[src/rob_settings.svh]
`ifndef ROB_SETTINGS_SVH
`define ROB_SETTINGS_SVH

// ----------------------------------------
// reorder buffer sizing
// ----------------------------------------

// lanes in one dispatch group
`define ROB_DISP_SIZE  4

// groups held in flight
`define ROB_ENTRY_SIZE 8

// widths of the pc and the exception cause
`define ROB_PC_W       32
`define ROB_EXC_W      4

`endif
[src/rob_except_pkg.sv]
`include "rob_settings.svh"

package rob_except_pkg;

  // ----------------------------------------
  // exception causes
  // ----------------------------------------

  // values follow the machine cause codes
  typedef enum logic [`ROB_EXC_W-1:0] {
    inst_addr_misalign = 0,
    inst_acc_fault     = 1,
    illegal_inst       = 2,
    breakpoint         = 3,
    load_acc_fault     = 5,
    store_acc_fault    = 7,
    ecall_m            = 11
  } except_t;

  // ----------------------------------------
  // commit state
  // ----------------------------------------

  // killing drains the groups behind a committed exception
  typedef enum logic {
    commit_normal,
    commit_killing
  } commit_state_t;

endpackage

[src/rob_entry_pkg.sv]
`include "rob_settings.svh"

package rob_entry_pkg;
  import rob_except_pkg::*;

  // ----------------------------------------
  // indices
  // ----------------------------------------

  localparam int ENTRY_W = $clog2(`ROB_ENTRY_SIZE);

  // entry index alone
  typedef logic [ENTRY_W-1:0] entry_idx_t;

  // entry index plus the wrap bit
  typedef logic [ENTRY_W:0] cmt_id_t;

  // one bit per lane of a group
  typedef logic [`ROB_DISP_SIZE-1:0] grp_mask_t;

  // ----------------------------------------
  // stored record of one group
  // ----------------------------------------

  typedef struct packed {
    logic                         valid;
    logic [`ROB_PC_W-1:0]         pc;
    grp_mask_t                    grp_id;
    grp_mask_t                    done_grp_id;
    grp_mask_t                    dead;
    grp_mask_t                    except_valid;
    except_t [`ROB_DISP_SIZE-1:0] except_type;
  } rob_entry_t;

endpackage

[src/rob_head_if.sv]
`timescale 1ns/10ps
`include "rob_settings.svh"

interface rob_head_if
  import rob_entry_pkg::*;
  import rob_except_pkg::*;
();

  // record at the commit pointer
  rob_entry_t    head_entry;
  entry_idx_t    head_idx;

  // clears the head entry
  logic          commit_finish;

  // marks every valid entry dead
  logic          kill;

  // current commit state of the selector
  commit_state_t state;

  modport array (
    output head_entry,
    input  head_idx, commit_finish, kill, state
  );

  modport selector (
    input  head_entry,
    output head_idx, commit_finish, kill, state
  );

endinterface

[src/rob_alloc_if.sv]
`timescale 1ns/10ps
`include "rob_settings.svh"

interface rob_alloc_if
  import rob_entry_pkg::*;
  import rob_except_pkg::*;
();

  // one-cycle write strobe for the entry at load_idx
  logic                         load_valid;
  entry_idx_t                   load_idx;

  // group contents
  grp_mask_t                    grp_id;
  logic [`ROB_PC_W-1:0]         pc;
  grp_mask_t                    except_valid;
  except_t [`ROB_DISP_SIZE-1:0] except_type;

  modport source (
    output load_valid, load_idx, grp_id, pc, except_valid, except_type
  );

  modport sink (
    input load_valid, load_idx, grp_id, pc, except_valid, except_type
  );

endinterface

[src/rob_top.sv]
`timescale 1ns/10ps
`include "rob_settings.svh"

module rob_top
  import rob_except_pkg::*;
(
  input  logic                                      i_clk,
  input  logic                                      i_reset_n,

  // dispatch group
  input  logic                                      i_disp_valid,
  input  logic [`ROB_DISP_SIZE-1:0]                 i_disp_grp_id,
  input  logic [`ROB_PC_W-1:0]                      i_disp_pc,
  input  logic [`ROB_DISP_SIZE-1:0]                 i_disp_except_valid,
  input  logic [`ROB_DISP_SIZE-1:0][`ROB_EXC_W-1:0] i_disp_except_type,
  output logic [$clog2(`ROB_ENTRY_SIZE):0]          o_new_cmt_id,
  output logic [1:0]                                o_credit_return_val,

  // done report
  input  logic                                      i_done_valid,
  input  logic [$clog2(`ROB_ENTRY_SIZE):0]          i_done_cmt_id,
  input  logic [`ROB_DISP_SIZE-1:0]                 i_done_lane,
  input  logic                                      i_done_except_valid,
  input  logic [`ROB_EXC_W-1:0]                     i_done_except_type,

  // commit
  output logic                                      o_commit_valid,
  output logic [$clog2(`ROB_ENTRY_SIZE):0]          o_commit_cmt_id,
  output logic [`ROB_DISP_SIZE-1:0]                 o_commit_grp_id,
  output logic [`ROB_DISP_SIZE-1:0]                 o_commit_dead_id,
  output logic [`ROB_DISP_SIZE-1:0]                 o_commit_except_valid,
  output logic [`ROB_EXC_W-1:0]                     o_commit_except_type,
  output logic [`ROB_PC_W-1:0]                      o_commit_epc
);

  except_t [`ROB_DISP_SIZE-1:0] w_disp_except_type;
  except_t                      w_done_except_type;
  except_t                      w_commit_except_type;
  logic                         w_commit;
  logic                         w_flush;

  rob_alloc_if alloc_if ();
  rob_head_if  head_if ();

  // raw cause codes into the enum
  for (genvar d = 0; d < `ROB_DISP_SIZE; d++) begin : g_disp_cause
    assign w_disp_except_type[d] = except_t'(i_disp_except_type[d]);
  end

  assign w_done_except_type   = except_t'(i_done_except_type);
  assign o_commit_except_type = w_commit_except_type;

  rob_dispatch_intake rob_dispatch_intake_inst (
    .i_clk               (i_clk),
    .i_reset_n           (i_reset_n),
    .i_disp_valid        (i_disp_valid),
    .i_disp_grp_id       (i_disp_grp_id),
    .i_disp_pc           (i_disp_pc),
    .i_disp_except_valid (i_disp_except_valid),
    .i_disp_except_type  (w_disp_except_type),
    .i_commit            (w_commit),
    .i_flush             (w_flush),
    .o_new_cmt_id        (o_new_cmt_id),
    .o_credit_return_val (o_credit_return_val),
    .alloc               (alloc_if.source)
  );

  rob_entry_array rob_entry_array_inst (
    .i_clk               (i_clk),
    .i_reset_n           (i_reset_n),
    .i_done_valid        (i_done_valid),
    .i_done_cmt_id       (i_done_cmt_id),
    .i_done_lane         (i_done_lane),
    .i_done_except_valid (i_done_except_valid),
    .i_done_except_type  (w_done_except_type),
    .alloc               (alloc_if.sink),
    .head                (head_if.array)
  );

  rob_commit_select rob_commit_select_inst (
    .i_clk                 (i_clk),
    .i_reset_n             (i_reset_n),
    .head                  (head_if.selector),
    .o_commit_valid        (o_commit_valid),
    .o_commit_cmt_id       (o_commit_cmt_id),
    .o_commit_grp_id       (o_commit_grp_id),
    .o_commit_dead_id      (o_commit_dead_id),
    .o_commit_except_valid (o_commit_except_valid),
    .o_commit_except_type  (w_commit_except_type),
    .o_commit_epc          (o_commit_epc),
    .o_commit              (w_commit),
    .o_flush               (w_flush)
  );

endmodule

[src/rob_commit_select.sv]
`timescale 1ns/10ps
`include "rob_settings.svh"

module rob_commit_select
  import rob_entry_pkg::*;
  import rob_except_pkg::*;
(
  input  logic                 i_clk,
  input  logic                 i_reset_n,

  rob_head_if.selector         head,

  output logic                 o_commit_valid,
  output cmt_id_t              o_commit_cmt_id,
  output grp_mask_t            o_commit_grp_id,
  output grp_mask_t            o_commit_dead_id,
  output grp_mask_t            o_commit_except_valid,
  output except_t              o_commit_except_type,
  output logic [`ROB_PC_W-1:0] o_commit_epc,

  // toward the dispatch intake
  output logic                 o_commit,
  output logic                 o_flush
);

  localparam int LANE_W = $clog2(`ROB_DISP_SIZE);

  cmt_id_t           r_head_id;
  commit_state_t     r_state;
  rob_entry_t        w_head;
  logic              w_all_done;
  logic              w_killing;
  logic              w_commit;
  grp_mask_t         w_exc_cand;
  grp_mask_t         w_exc_oh;
  grp_mask_t         w_exc_valid;
  grp_mask_t         w_dead_above;
  logic [LANE_W-1:0] w_exc_lane;
  except_t           w_exc_type;

  assign head.head_idx = r_head_id[ENTRY_W-1:0];
  assign w_head        = head.head_entry;

  // ----------------------------------------
  // commit condition
  // ----------------------------------------

  assign w_all_done = w_head.valid & (w_head.done_grp_id == w_head.grp_id);

  // dead groups leave without waiting for their lanes
  assign w_killing  = (r_state == commit_killing) & w_head.valid &
                      (w_head.dead == w_head.grp_id);
  assign w_commit   = w_all_done | w_killing;

  // ----------------------------------------
  // exception pick
  // ----------------------------------------

  // oldest excepting lane is the lowest one
  assign w_exc_cand   = w_killing ? '0 : (w_head.except_valid & w_head.grp_id);
  assign w_exc_oh     = w_exc_cand & (~w_exc_cand + 1'b1);
  assign w_exc_valid  = w_commit ? w_exc_oh : '0;

  // lanes younger than the pick
  assign w_dead_above = ~(w_exc_oh | (w_exc_oh - 1'b1));

  always_comb begin
    w_exc_lane = '0;
    w_exc_type = inst_addr_misalign;
    for (int d = 0; d < `ROB_DISP_SIZE; d++) begin
      if (w_exc_oh[d]) begin
        w_exc_lane = LANE_W'(d);
        w_exc_type = w_head.except_type[d];
      end
    end
  end

  assign o_commit_valid        = w_commit;
  assign o_commit_cmt_id       = r_head_id;
  assign o_commit_grp_id       = w_head.grp_id;
  assign o_commit_dead_id      = (w_dead_above | w_head.dead) & w_head.grp_id;
  assign o_commit_except_valid = w_exc_valid;
  assign o_commit_except_type  = w_exc_type;
  // four bytes per lane
  assign o_commit_epc          = w_head.pc + `ROB_PC_W'({w_exc_lane, 2'b00});

  assign o_commit           = w_commit;
  assign o_flush            = |w_exc_valid;
  assign head.commit_finish = w_commit;
  assign head.kill          = o_flush;
  assign head.state         = r_state;

  // ----------------------------------------
  // head pointer and state
  // ----------------------------------------

  always_ff @(posedge i_clk or negedge i_reset_n) begin
    if (!i_reset_n) begin
      r_head_id <= '0;
    end else if (w_commit) begin
      r_head_id <= r_head_id + 1'b1;
    end
  end

  // back to normal once the head holds no dead group
  always_ff @(posedge i_clk or negedge i_reset_n) begin
    if (!i_reset_n) begin
      r_state <= commit_normal;
    end else if (o_flush) begin
      r_state <= commit_killing;
    end else if (!w_killing) begin
      r_state <= commit_normal;
    end
  end

  // a group committing outside the drain of a flush was never killed
  ap_commit_head: assert property (
    @(posedge i_clk) disable iff (!i_reset_n)
    w_commit |-> ((w_head.done_grp_id & ~w_head.grp_id) == '0) &&
      ((r_state == commit_killing) || (w_head.dead == '0))
  );

endmodule

[src/rob_entry_array.sv]
`timescale 1ns/10ps
`include "rob_settings.svh"

module rob_entry_array
  import rob_entry_pkg::*;
  import rob_except_pkg::*;
(
  input  logic      i_clk,
  input  logic      i_reset_n,

  // execution done report, one lane per cycle
  input  logic      i_done_valid,
  input  cmt_id_t   i_done_cmt_id,
  input  grp_mask_t i_done_lane,
  input  logic      i_done_except_valid,
  input  except_t   i_done_except_type,

  rob_alloc_if.sink alloc,
  rob_head_if.array head
);

  rob_entry_t                 r_entries [`ROB_ENTRY_SIZE];
  logic [`ROB_ENTRY_SIZE-1:0] r_valid;
  entry_idx_t                 w_done_idx;
  logic [`ROB_ENTRY_SIZE-1:0] w_load_hit;
  logic [`ROB_ENTRY_SIZE-1:0] w_done_hit;
  logic [`ROB_ENTRY_SIZE-1:0] w_finish_hit;

  assign w_done_idx = i_done_cmt_id[ENTRY_W-1:0];

  // ----------------------------------------
  // per-entry selects
  // ----------------------------------------

  always_comb begin
    for (int i = 0; i < `ROB_ENTRY_SIZE; i++) begin
      w_load_hit[i]   = alloc.load_valid & (alloc.load_idx == entry_idx_t'(i));
      w_finish_hit[i] = head.commit_finish & (head.head_idx == entry_idx_t'(i));
      // reports for killed groups are dropped
      w_done_hit[i]   = i_done_valid & (w_done_idx == entry_idx_t'(i)) &
                        r_valid[i] & (r_entries[i].dead == '0);
    end
  end

  // valid flags
  always_ff @(posedge i_clk or negedge i_reset_n) begin
    if (!i_reset_n) begin
      r_valid <= '0;
    end else begin
      for (int i = 0; i < `ROB_ENTRY_SIZE; i++) begin
        if (w_load_hit[i]) begin
          r_valid[i] <= 1'b1;
        end else if (w_finish_hit[i]) begin
          r_valid[i] <= 1'b0;
        end
      end
    end
  end

  // ----------------------------------------
  // record contents
  // ----------------------------------------

  always_ff @(posedge i_clk) begin
    for (int i = 0; i < `ROB_ENTRY_SIZE; i++) begin
      if (w_load_hit[i]) begin
        r_entries[i].pc           <= alloc.pc;
        r_entries[i].grp_id       <= alloc.grp_id;
        // lanes that fault at dispatch are already finished
        r_entries[i].done_grp_id  <= alloc.except_valid;
        r_entries[i].dead         <= '0;
        r_entries[i].except_valid <= alloc.except_valid;
        r_entries[i].except_type  <= alloc.except_type;
      end else begin
        if (w_done_hit[i]) begin
          r_entries[i].done_grp_id <= r_entries[i].done_grp_id | i_done_lane;
          if (i_done_except_valid) begin
            r_entries[i].except_valid <= r_entries[i].except_valid | i_done_lane;
            for (int d = 0; d < `ROB_DISP_SIZE; d++) begin
              if (i_done_lane[d]) begin
                r_entries[i].except_type[d] <= i_done_except_type;
              end
            end
          end
        end
        // flush kills every group still in flight
        if (head.kill && r_valid[i]) begin
          r_entries[i].dead <= r_entries[i].grp_id;
        end
      end
    end
  end

  // head record, valid taken from the flag vector
  always_comb begin
    head.head_entry       = r_entries[head.head_idx];
    head.head_entry.valid = r_valid[head.head_idx];
  end

  // late reports from flushed groups may arrive while killing
  ap_done_target: assert property (
    @(posedge i_clk) disable iff (!i_reset_n)
    (i_done_valid && head.state == commit_normal) |->
      r_valid[w_done_idx] && $onehot(i_done_lane) &&
      ((i_done_lane & ~r_entries[w_done_idx].grp_id) == '0)
  );

endmodule

[src/rob_dispatch_intake.sv]
`timescale 1ns/10ps
`include "rob_settings.svh"

module rob_dispatch_intake
  import rob_entry_pkg::*;
  import rob_except_pkg::*;
(
  input  logic                         i_clk,
  input  logic                         i_reset_n,

  input  logic                         i_disp_valid,
  input  grp_mask_t                    i_disp_grp_id,
  input  logic [`ROB_PC_W-1:0]         i_disp_pc,
  input  grp_mask_t                    i_disp_except_valid,
  input  except_t [`ROB_DISP_SIZE-1:0] i_disp_except_type,

  input  logic                         i_commit,
  input  logic                         i_flush,

  output cmt_id_t                      o_new_cmt_id,
  output logic [1:0]                   o_credit_return_val,

  rob_alloc_if.source                  alloc
);

  cmt_id_t r_alloc_id;
  logic    w_accept;
  logic    w_drop;

  // a group arriving with the flush belongs to the killed path
  assign w_accept = i_disp_valid & ~i_flush;
  assign w_drop   = i_disp_valid & i_flush;

  // ----------------------------------------
  // allocation pointer
  // ----------------------------------------

  always_ff @(posedge i_clk or negedge i_reset_n) begin
    if (!i_reset_n) begin
      r_alloc_id <= '0;
    end else if (w_accept) begin
      r_alloc_id <= r_alloc_id + 1'b1;
    end
  end

  assign o_new_cmt_id = r_alloc_id;

  // new group toward the entry array
  assign alloc.load_valid   = w_accept;
  assign alloc.load_idx     = r_alloc_id[ENTRY_W-1:0];
  assign alloc.grp_id       = i_disp_grp_id;
  assign alloc.pc           = i_disp_pc;
  assign alloc.except_valid = i_disp_except_valid & i_disp_grp_id;
  assign alloc.except_type  = i_disp_except_type;

  // ----------------------------------------
  // credit return
  // ----------------------------------------

  // one for the committed group, one more for a dropped dispatch
  assign o_credit_return_val = {1'b0, i_commit} + {1'b0, w_drop};

  // every dispatched group carries at least one lane
  ap_disp_not_empty: assert property (
    @(posedge i_clk) disable iff (!i_reset_n)
    i_disp_valid |-> (i_disp_grp_id != '0)
  );

endmodule

[config.mk]
export PLATFORM = sky130hd
export DESIGN_NAME = rob_top
export DESIGN_NICKNAME = d
export VERILOG_FILES = /design/src/rob_except_pkg.sv /design/src/rob_entry_pkg.sv /design/src/rob_head_if.sv /design/src/rob_alloc_if.sv /design/src/rob_top.sv /design/src/rob_commit_select.sv /design/src/rob_entry_array.sv /design/src/rob_dispatch_intake.sv
export VERILOG_INCLUDE_DIRS = /design/src /design/src/src
export SDC_FILE = /design/constraint.sdc
export NUM_CORES = 1
export LEC_CHECK = 0
export BUFFER_PORTS_ARGS = -buffer_cell sky130_fd_sc_hd__buf_2
export CAP_MARGIN = 10
export CELL_PAD_IN_SITES_DETAIL_PLACEMENT = 1
export CELL_PAD_IN_SITES_GLOBAL_PLACEMENT = 2
export CORE_MARGIN = 1.5
export CORE_UTILIZATION = 41
export CTS_CLUSTER_SIZE = 12
export DETAILED_ROUTE_END_ITERATION = 10
export GPL_ROUTABILITY_DRIVEN = 0
export PLACE_DENSITY = 0.76
export SLEW_MARGIN = 20
export SYNTH_ARGS = -nofsm -noshare
export SYNTH_HDL_FRONTEND = slang
export SYNTH_SLANG_ARGS = --single-unit
[constraint.sdc]
create_clock -name i_clk -period 7.1 [get_ports i_clk]
set_clock_uncertainty 0.2 [all_clocks]
set_input_delay 0.355 -clock i_clk [delete_from_list [all_inputs] [get_ports i_clk]]
set_output_delay 0.355 -clock i_clk [all_outputs]
set_load 0.05 [all_outputs]
==> flow_summary.json <==
{
  "run_status": "finished clean",
  "final_net_count": 1889,
  "placement_setup_slack_ns": 0.561,
  "fraction_of_synthesis_flops_using_an_asynchronous_set_or_reset_pin": 0.0321,
  "post_synth_main_area_contributors": "sky130_fd_sc_hd__edfxtp_1, sky130_fd_sc_hd__mux4_2, sky130_fd_sc_hd__mux2i_1",
  "floorplan.core_area_sq_um": 60200,
  "timing.critical_path.to_type": "output port",
  "cp_data_required_time_ns": 6.55,
  "floorplan.die.width_um": 250,
  "initialDrtViolationCount": 1182,
  "top_layer_used": "met4",
  "timing.critical_path.arrival_ns": 6.23,
  "io_pins": 132,
  "seq_area_frac_synth": 0.633,
  "fillerInstances": 5796,
  "timing.final.hold_violations": 0,
  "post_route_cells_drive_above_1_share": 0.263,
  "synthesis.instances": 1623,
  "hold_path.startpoint": "i_done_except_type[0]",
  "number_of_clock_buffers_inserted_by_tritoncts": 59,
  "r2r-end": "rob_entry_array_inst.r_entries[2][33]",
  "final-max-slew-violation-count": 0,
  "fmax_mhz": 147,
  "drt-vias-per-instance": 5.98,
  "max_cap_viol_count": 0,
  "num_vias": 15700,
  "drt-pass1-iter-count": 7,
  "grt_max_degree": 52,
  "cts_root_buf": "sky130_fd_sc_hd__clkbuf_16",
  "overall_die_area_sq_um": 62400,
  "post-route-worst-setup-slack_ns": 0.314,
  "drcViolationCount": 0,
  "effective_utilization_at_floorplan": 0.414,
  "synth_cell_types": 68,
  "worst-slew-pin-transition_ns": 1.16,
  "tritoncts_num_sinks": 529,
  "ff2ff_setup_slack_ns": 1.59,
  "portBuffers": 130,
  "timing.rr.start": "rob_commit_select_inst.o_commit_cmt_id[2]",
  "power_density_nw_per_um2": 430,
  "antenna_cells_inserted": 0,
  "ir_worst_vdd_mv": 0.400,
  "multi_input_gate_area_sq_um": 8580,
  "worst-path-max-fanout": 33,
  "worst-r2r-cell-count": 12,
  "sequential_cell_area_sq_um": 15800,
  "rsz0062_at_grt": "false",
  "clockBufferDepth": 3,
  "whs_endpoint": "rob_entry_array_inst.r_entries[7][8]",
  "hpwl_um": 48700,
  "path_class": "reg2out",
  "min_path_cells": 2,
  "placed_cells_incl_taps": 2465,
  "post-route-period-util": 0.956,
  "synth.top_cell.area_share": 0.616,
  "area.growth.synth_to_final_pct": 16.1,
  "synth.ff_latch_count": 529,
  "worst_setup_path_start_kind": "register",
  "whs_ns": 0.182,
  "synth_fp_nets": 1713,
  "finalSetupViolCount": 0,
  "antenna_left": 0,
  "synth_top_cell_by_area": "sky130_fd_sc_hd__edfxtp_1",
  "drt_wl_total_um": 74900,
  "synth.avg_cell_area_sq_um": 15.4,
  "globalRoute.totalOverflow": 0,
  "clkSlewWorstSetupHoldPaths_ns": 0.06,
  "layout_min_cycle_time_ns": 6.79,
  "clock_tree_from_tritoncts": "done",
  "grt_first_pass_wirelength_um": 112000,
  "wl_met2_um": 37800,
  "routed-wl-met3_um": 3550,
  "clk_latency_ns": 0.65,
  "number_of_enable_flip_flop_cells_after_synthesis": 512,
  "grt_pass1_vias": 17000,
  "ctsHtreeMaxLevel": 2,
  "finish.cell_count_without_fillers": 2623,
  "drt-wirelength-per-cell_um": 28.6,
  "grt_antenna_before_repair": 0,
  "worst_min_path_class": "in2reg",
  "synth-main-ff-cell": "sky130_fd_sc_hd__edfxtp_1",
  "cts.repair_timing.setup_buffer_count": 0,
  "postLayoutCoreUtil": 0.481,
  "layout_common_cells": "sky130_fd_sc_hd__edfxtp_1, sky130_fd_sc_hd__nand2_1, sky130_fd_sc_hd__buf_2, sky130_fd_sc_hd__mux4_2, sky130_fd_sc_hd__mux2i_1",
  "worst_rel_slew_slack": 0.221,
  "leakagePower_nw": 10.4,
  "totalNegativeSetupSlack_ns": 0,
  "globalRouteTotalUtil": 0.242,
  "die_height_um": 250,
  "synthesis.area_sq_um": 25000,
  "synthesis.yosys.warnings": 0,
  "detail_route.wirelength.met1_um": 31100,
  "layout.cells.most_common": "sky130_fd_sc_hd__edfxtp_1",
  "floorplan.rows": 90
}
flip-flops by register name, indices dropped and copies added, names as in the netlist:
name	count
rob_commit_select_inst.head.state	1
rob_commit_select_inst.o_commit_cmt_id	4
rob_dispatch_intake_inst.o_new_cmt_id	4
rob_entry_array_inst.r_entries	512
rob_entry_array_inst.r_valid	8
area by class of cell:
cell class              instances  area share
clock inverters                34      0.0156
well taps                     782      0.0338
repair buffers                222      0.0519
inverters                      39     0.00509
flip-flops and latches        529       0.546
multi-input cells             948       0.296
clock buffers                  69      0.0522
synth_stat cells (13+ instances only):
library cell	count
sky130_fd_sc_hd__mux4_2	128
sky130_fd_sc_hd__nand2_1	166
sky130_fd_sc_hd__nor2_1	77
sky130_fd_sc_hd__buf_2	20
sky130_fd_sc_hd__edfxtp_1	512
sky130_fd_sc_hd__mux2i_1	94
sky130_fd_sc_hd__xnor2_1	26
sky130_fd_sc_hd__xor2_1	13
sky130_fd_sc_hd__ha_1	16
sky130_fd_sc_hd__nor3_1	16
sky130_fd_sc_hd__o211ai_1	35
sky130_fd_sc_hd__o22ai_1	20
sky130_fd_sc_hd__inv_1	34
sky130_fd_sc_hd__o2bb2ai_1	76
sky130_fd_sc_hd__o21ai_0	29
sky130_fd_sc_hd__a21oi_1	35
sky130_fd_sc_hd__clkbuf_1	61
sky130_fd_sc_hd__and3_1	44
sky130_fd_sc_hd__or2_2	17
sky130_fd_sc_hd__dfrtp_1	17
sky130_fd_sc_hd__a31o_2	32
metal layers:
layer / vias up / track usage
met5: - / 0
met2: 441 / 0.416
li1: 6786 / -
met3: 142 / 0.0300
met1: 8318 / 0.318
met4: 0 / 0.0834
power by group:
part | total [mW] | switching (mW) | leakage (nW) | internal [mW]
clock | 3.15 | 1.27 | 0.956 | 1.88
combinational | 4.97 | 3.35 | 4.56 | 1.62
sequential | 4.34 | 0.273 | 4.85 | 4.07
worst max-delay path by stage:
stage | endpoint | start | depth (start not counted) | slack [ns]
after detailed placement | o_commit_epc[30] | rob_commit_select_inst.o_commit_cmt_id[0] | 16 | 0.56
after global placement | o_commit_epc[29] | rob_commit_select_inst.o_commit_cmt_id[0] | 16 | 0.70
after CTS | o_commit_epc[30] | rob_commit_select_inst.o_commit_cmt_id[0] | 16 | 0.05
after floorplan | o_commit_epc[30] | rob_commit_select_inst.o_commit_cmt_id[0] | 26 | -0.10
after global routing | o_commit_epc[30] | rob_commit_select_inst.o_commit_cmt_id[0] | 15 | 0.004
final | o_commit_epc[30] | rob_commit_select_inst.o_commit_cmt_id[2] | 16 | 0.31
what timing repair did:
action                                  in CTS  in global routing
endpoints found under the setup margin       4                  7
resized for setup                            2                  5
hold buffers                                55                  0
endpoints found under the hold margin      388                  0
cloned                                       0                  0
cells by family after synthesis:
group | Yosys count | share of synthesized area
DFF | 529 | 0.633
muxes | 230 | 0.158
AOI/OAI and AO/OA | 273 | 0.0840
and+or+nand+nor | 389 | 0.0741
buffers and inverters | 146 | 0.0280
adders and majority gates | 17 | 0.00882
xor gates and xnor gates | 39 | 0.0137
metrics by stage:
stage	total power, mW	instance area [sq um]
global route	13.0	29000
floorplan	7.91	25000
detailed placement	9.35	26400
global placement	9.24	26400
finish	12.5	29000
CTS	12.5	29000
worst max-delay path: stages, from the launching register on:
cell	delay, ns
sky130_fd_sc_hd__dfrtp_2	0.50
sky130_fd_sc_hd__buf_4	0.50
sky130_fd_sc_hd__mux4_4	0.54
sky130_fd_sc_hd__mux2i_4	0.29
sky130_fd_sc_hd__xnor2_1	0.14
sky130_fd_sc_hd__nand4_1	0.10
sky130_fd_sc_hd__buf_4	0.18
sky130_fd_sc_hd__nand3_1	0.32
sky130_fd_sc_hd__nand2b_1	0.31
sky130_fd_sc_hd__ha_1	0.23
sky130_fd_sc_hd__inv_1	0.08
sky130_fd_sc_hd__fa_1	0.51
sky130_fd_sc_hd__nand4bb_2	0.38
sky130_fd_sc_hd__or4_4	0.66
sky130_fd_sc_hd__nor4_2	0.41
sky130_fd_sc_hd__xor2_2	0.15
sky130_fd_sc_hd__buf_2	0.27
Power figures use the tool's default switching activity.
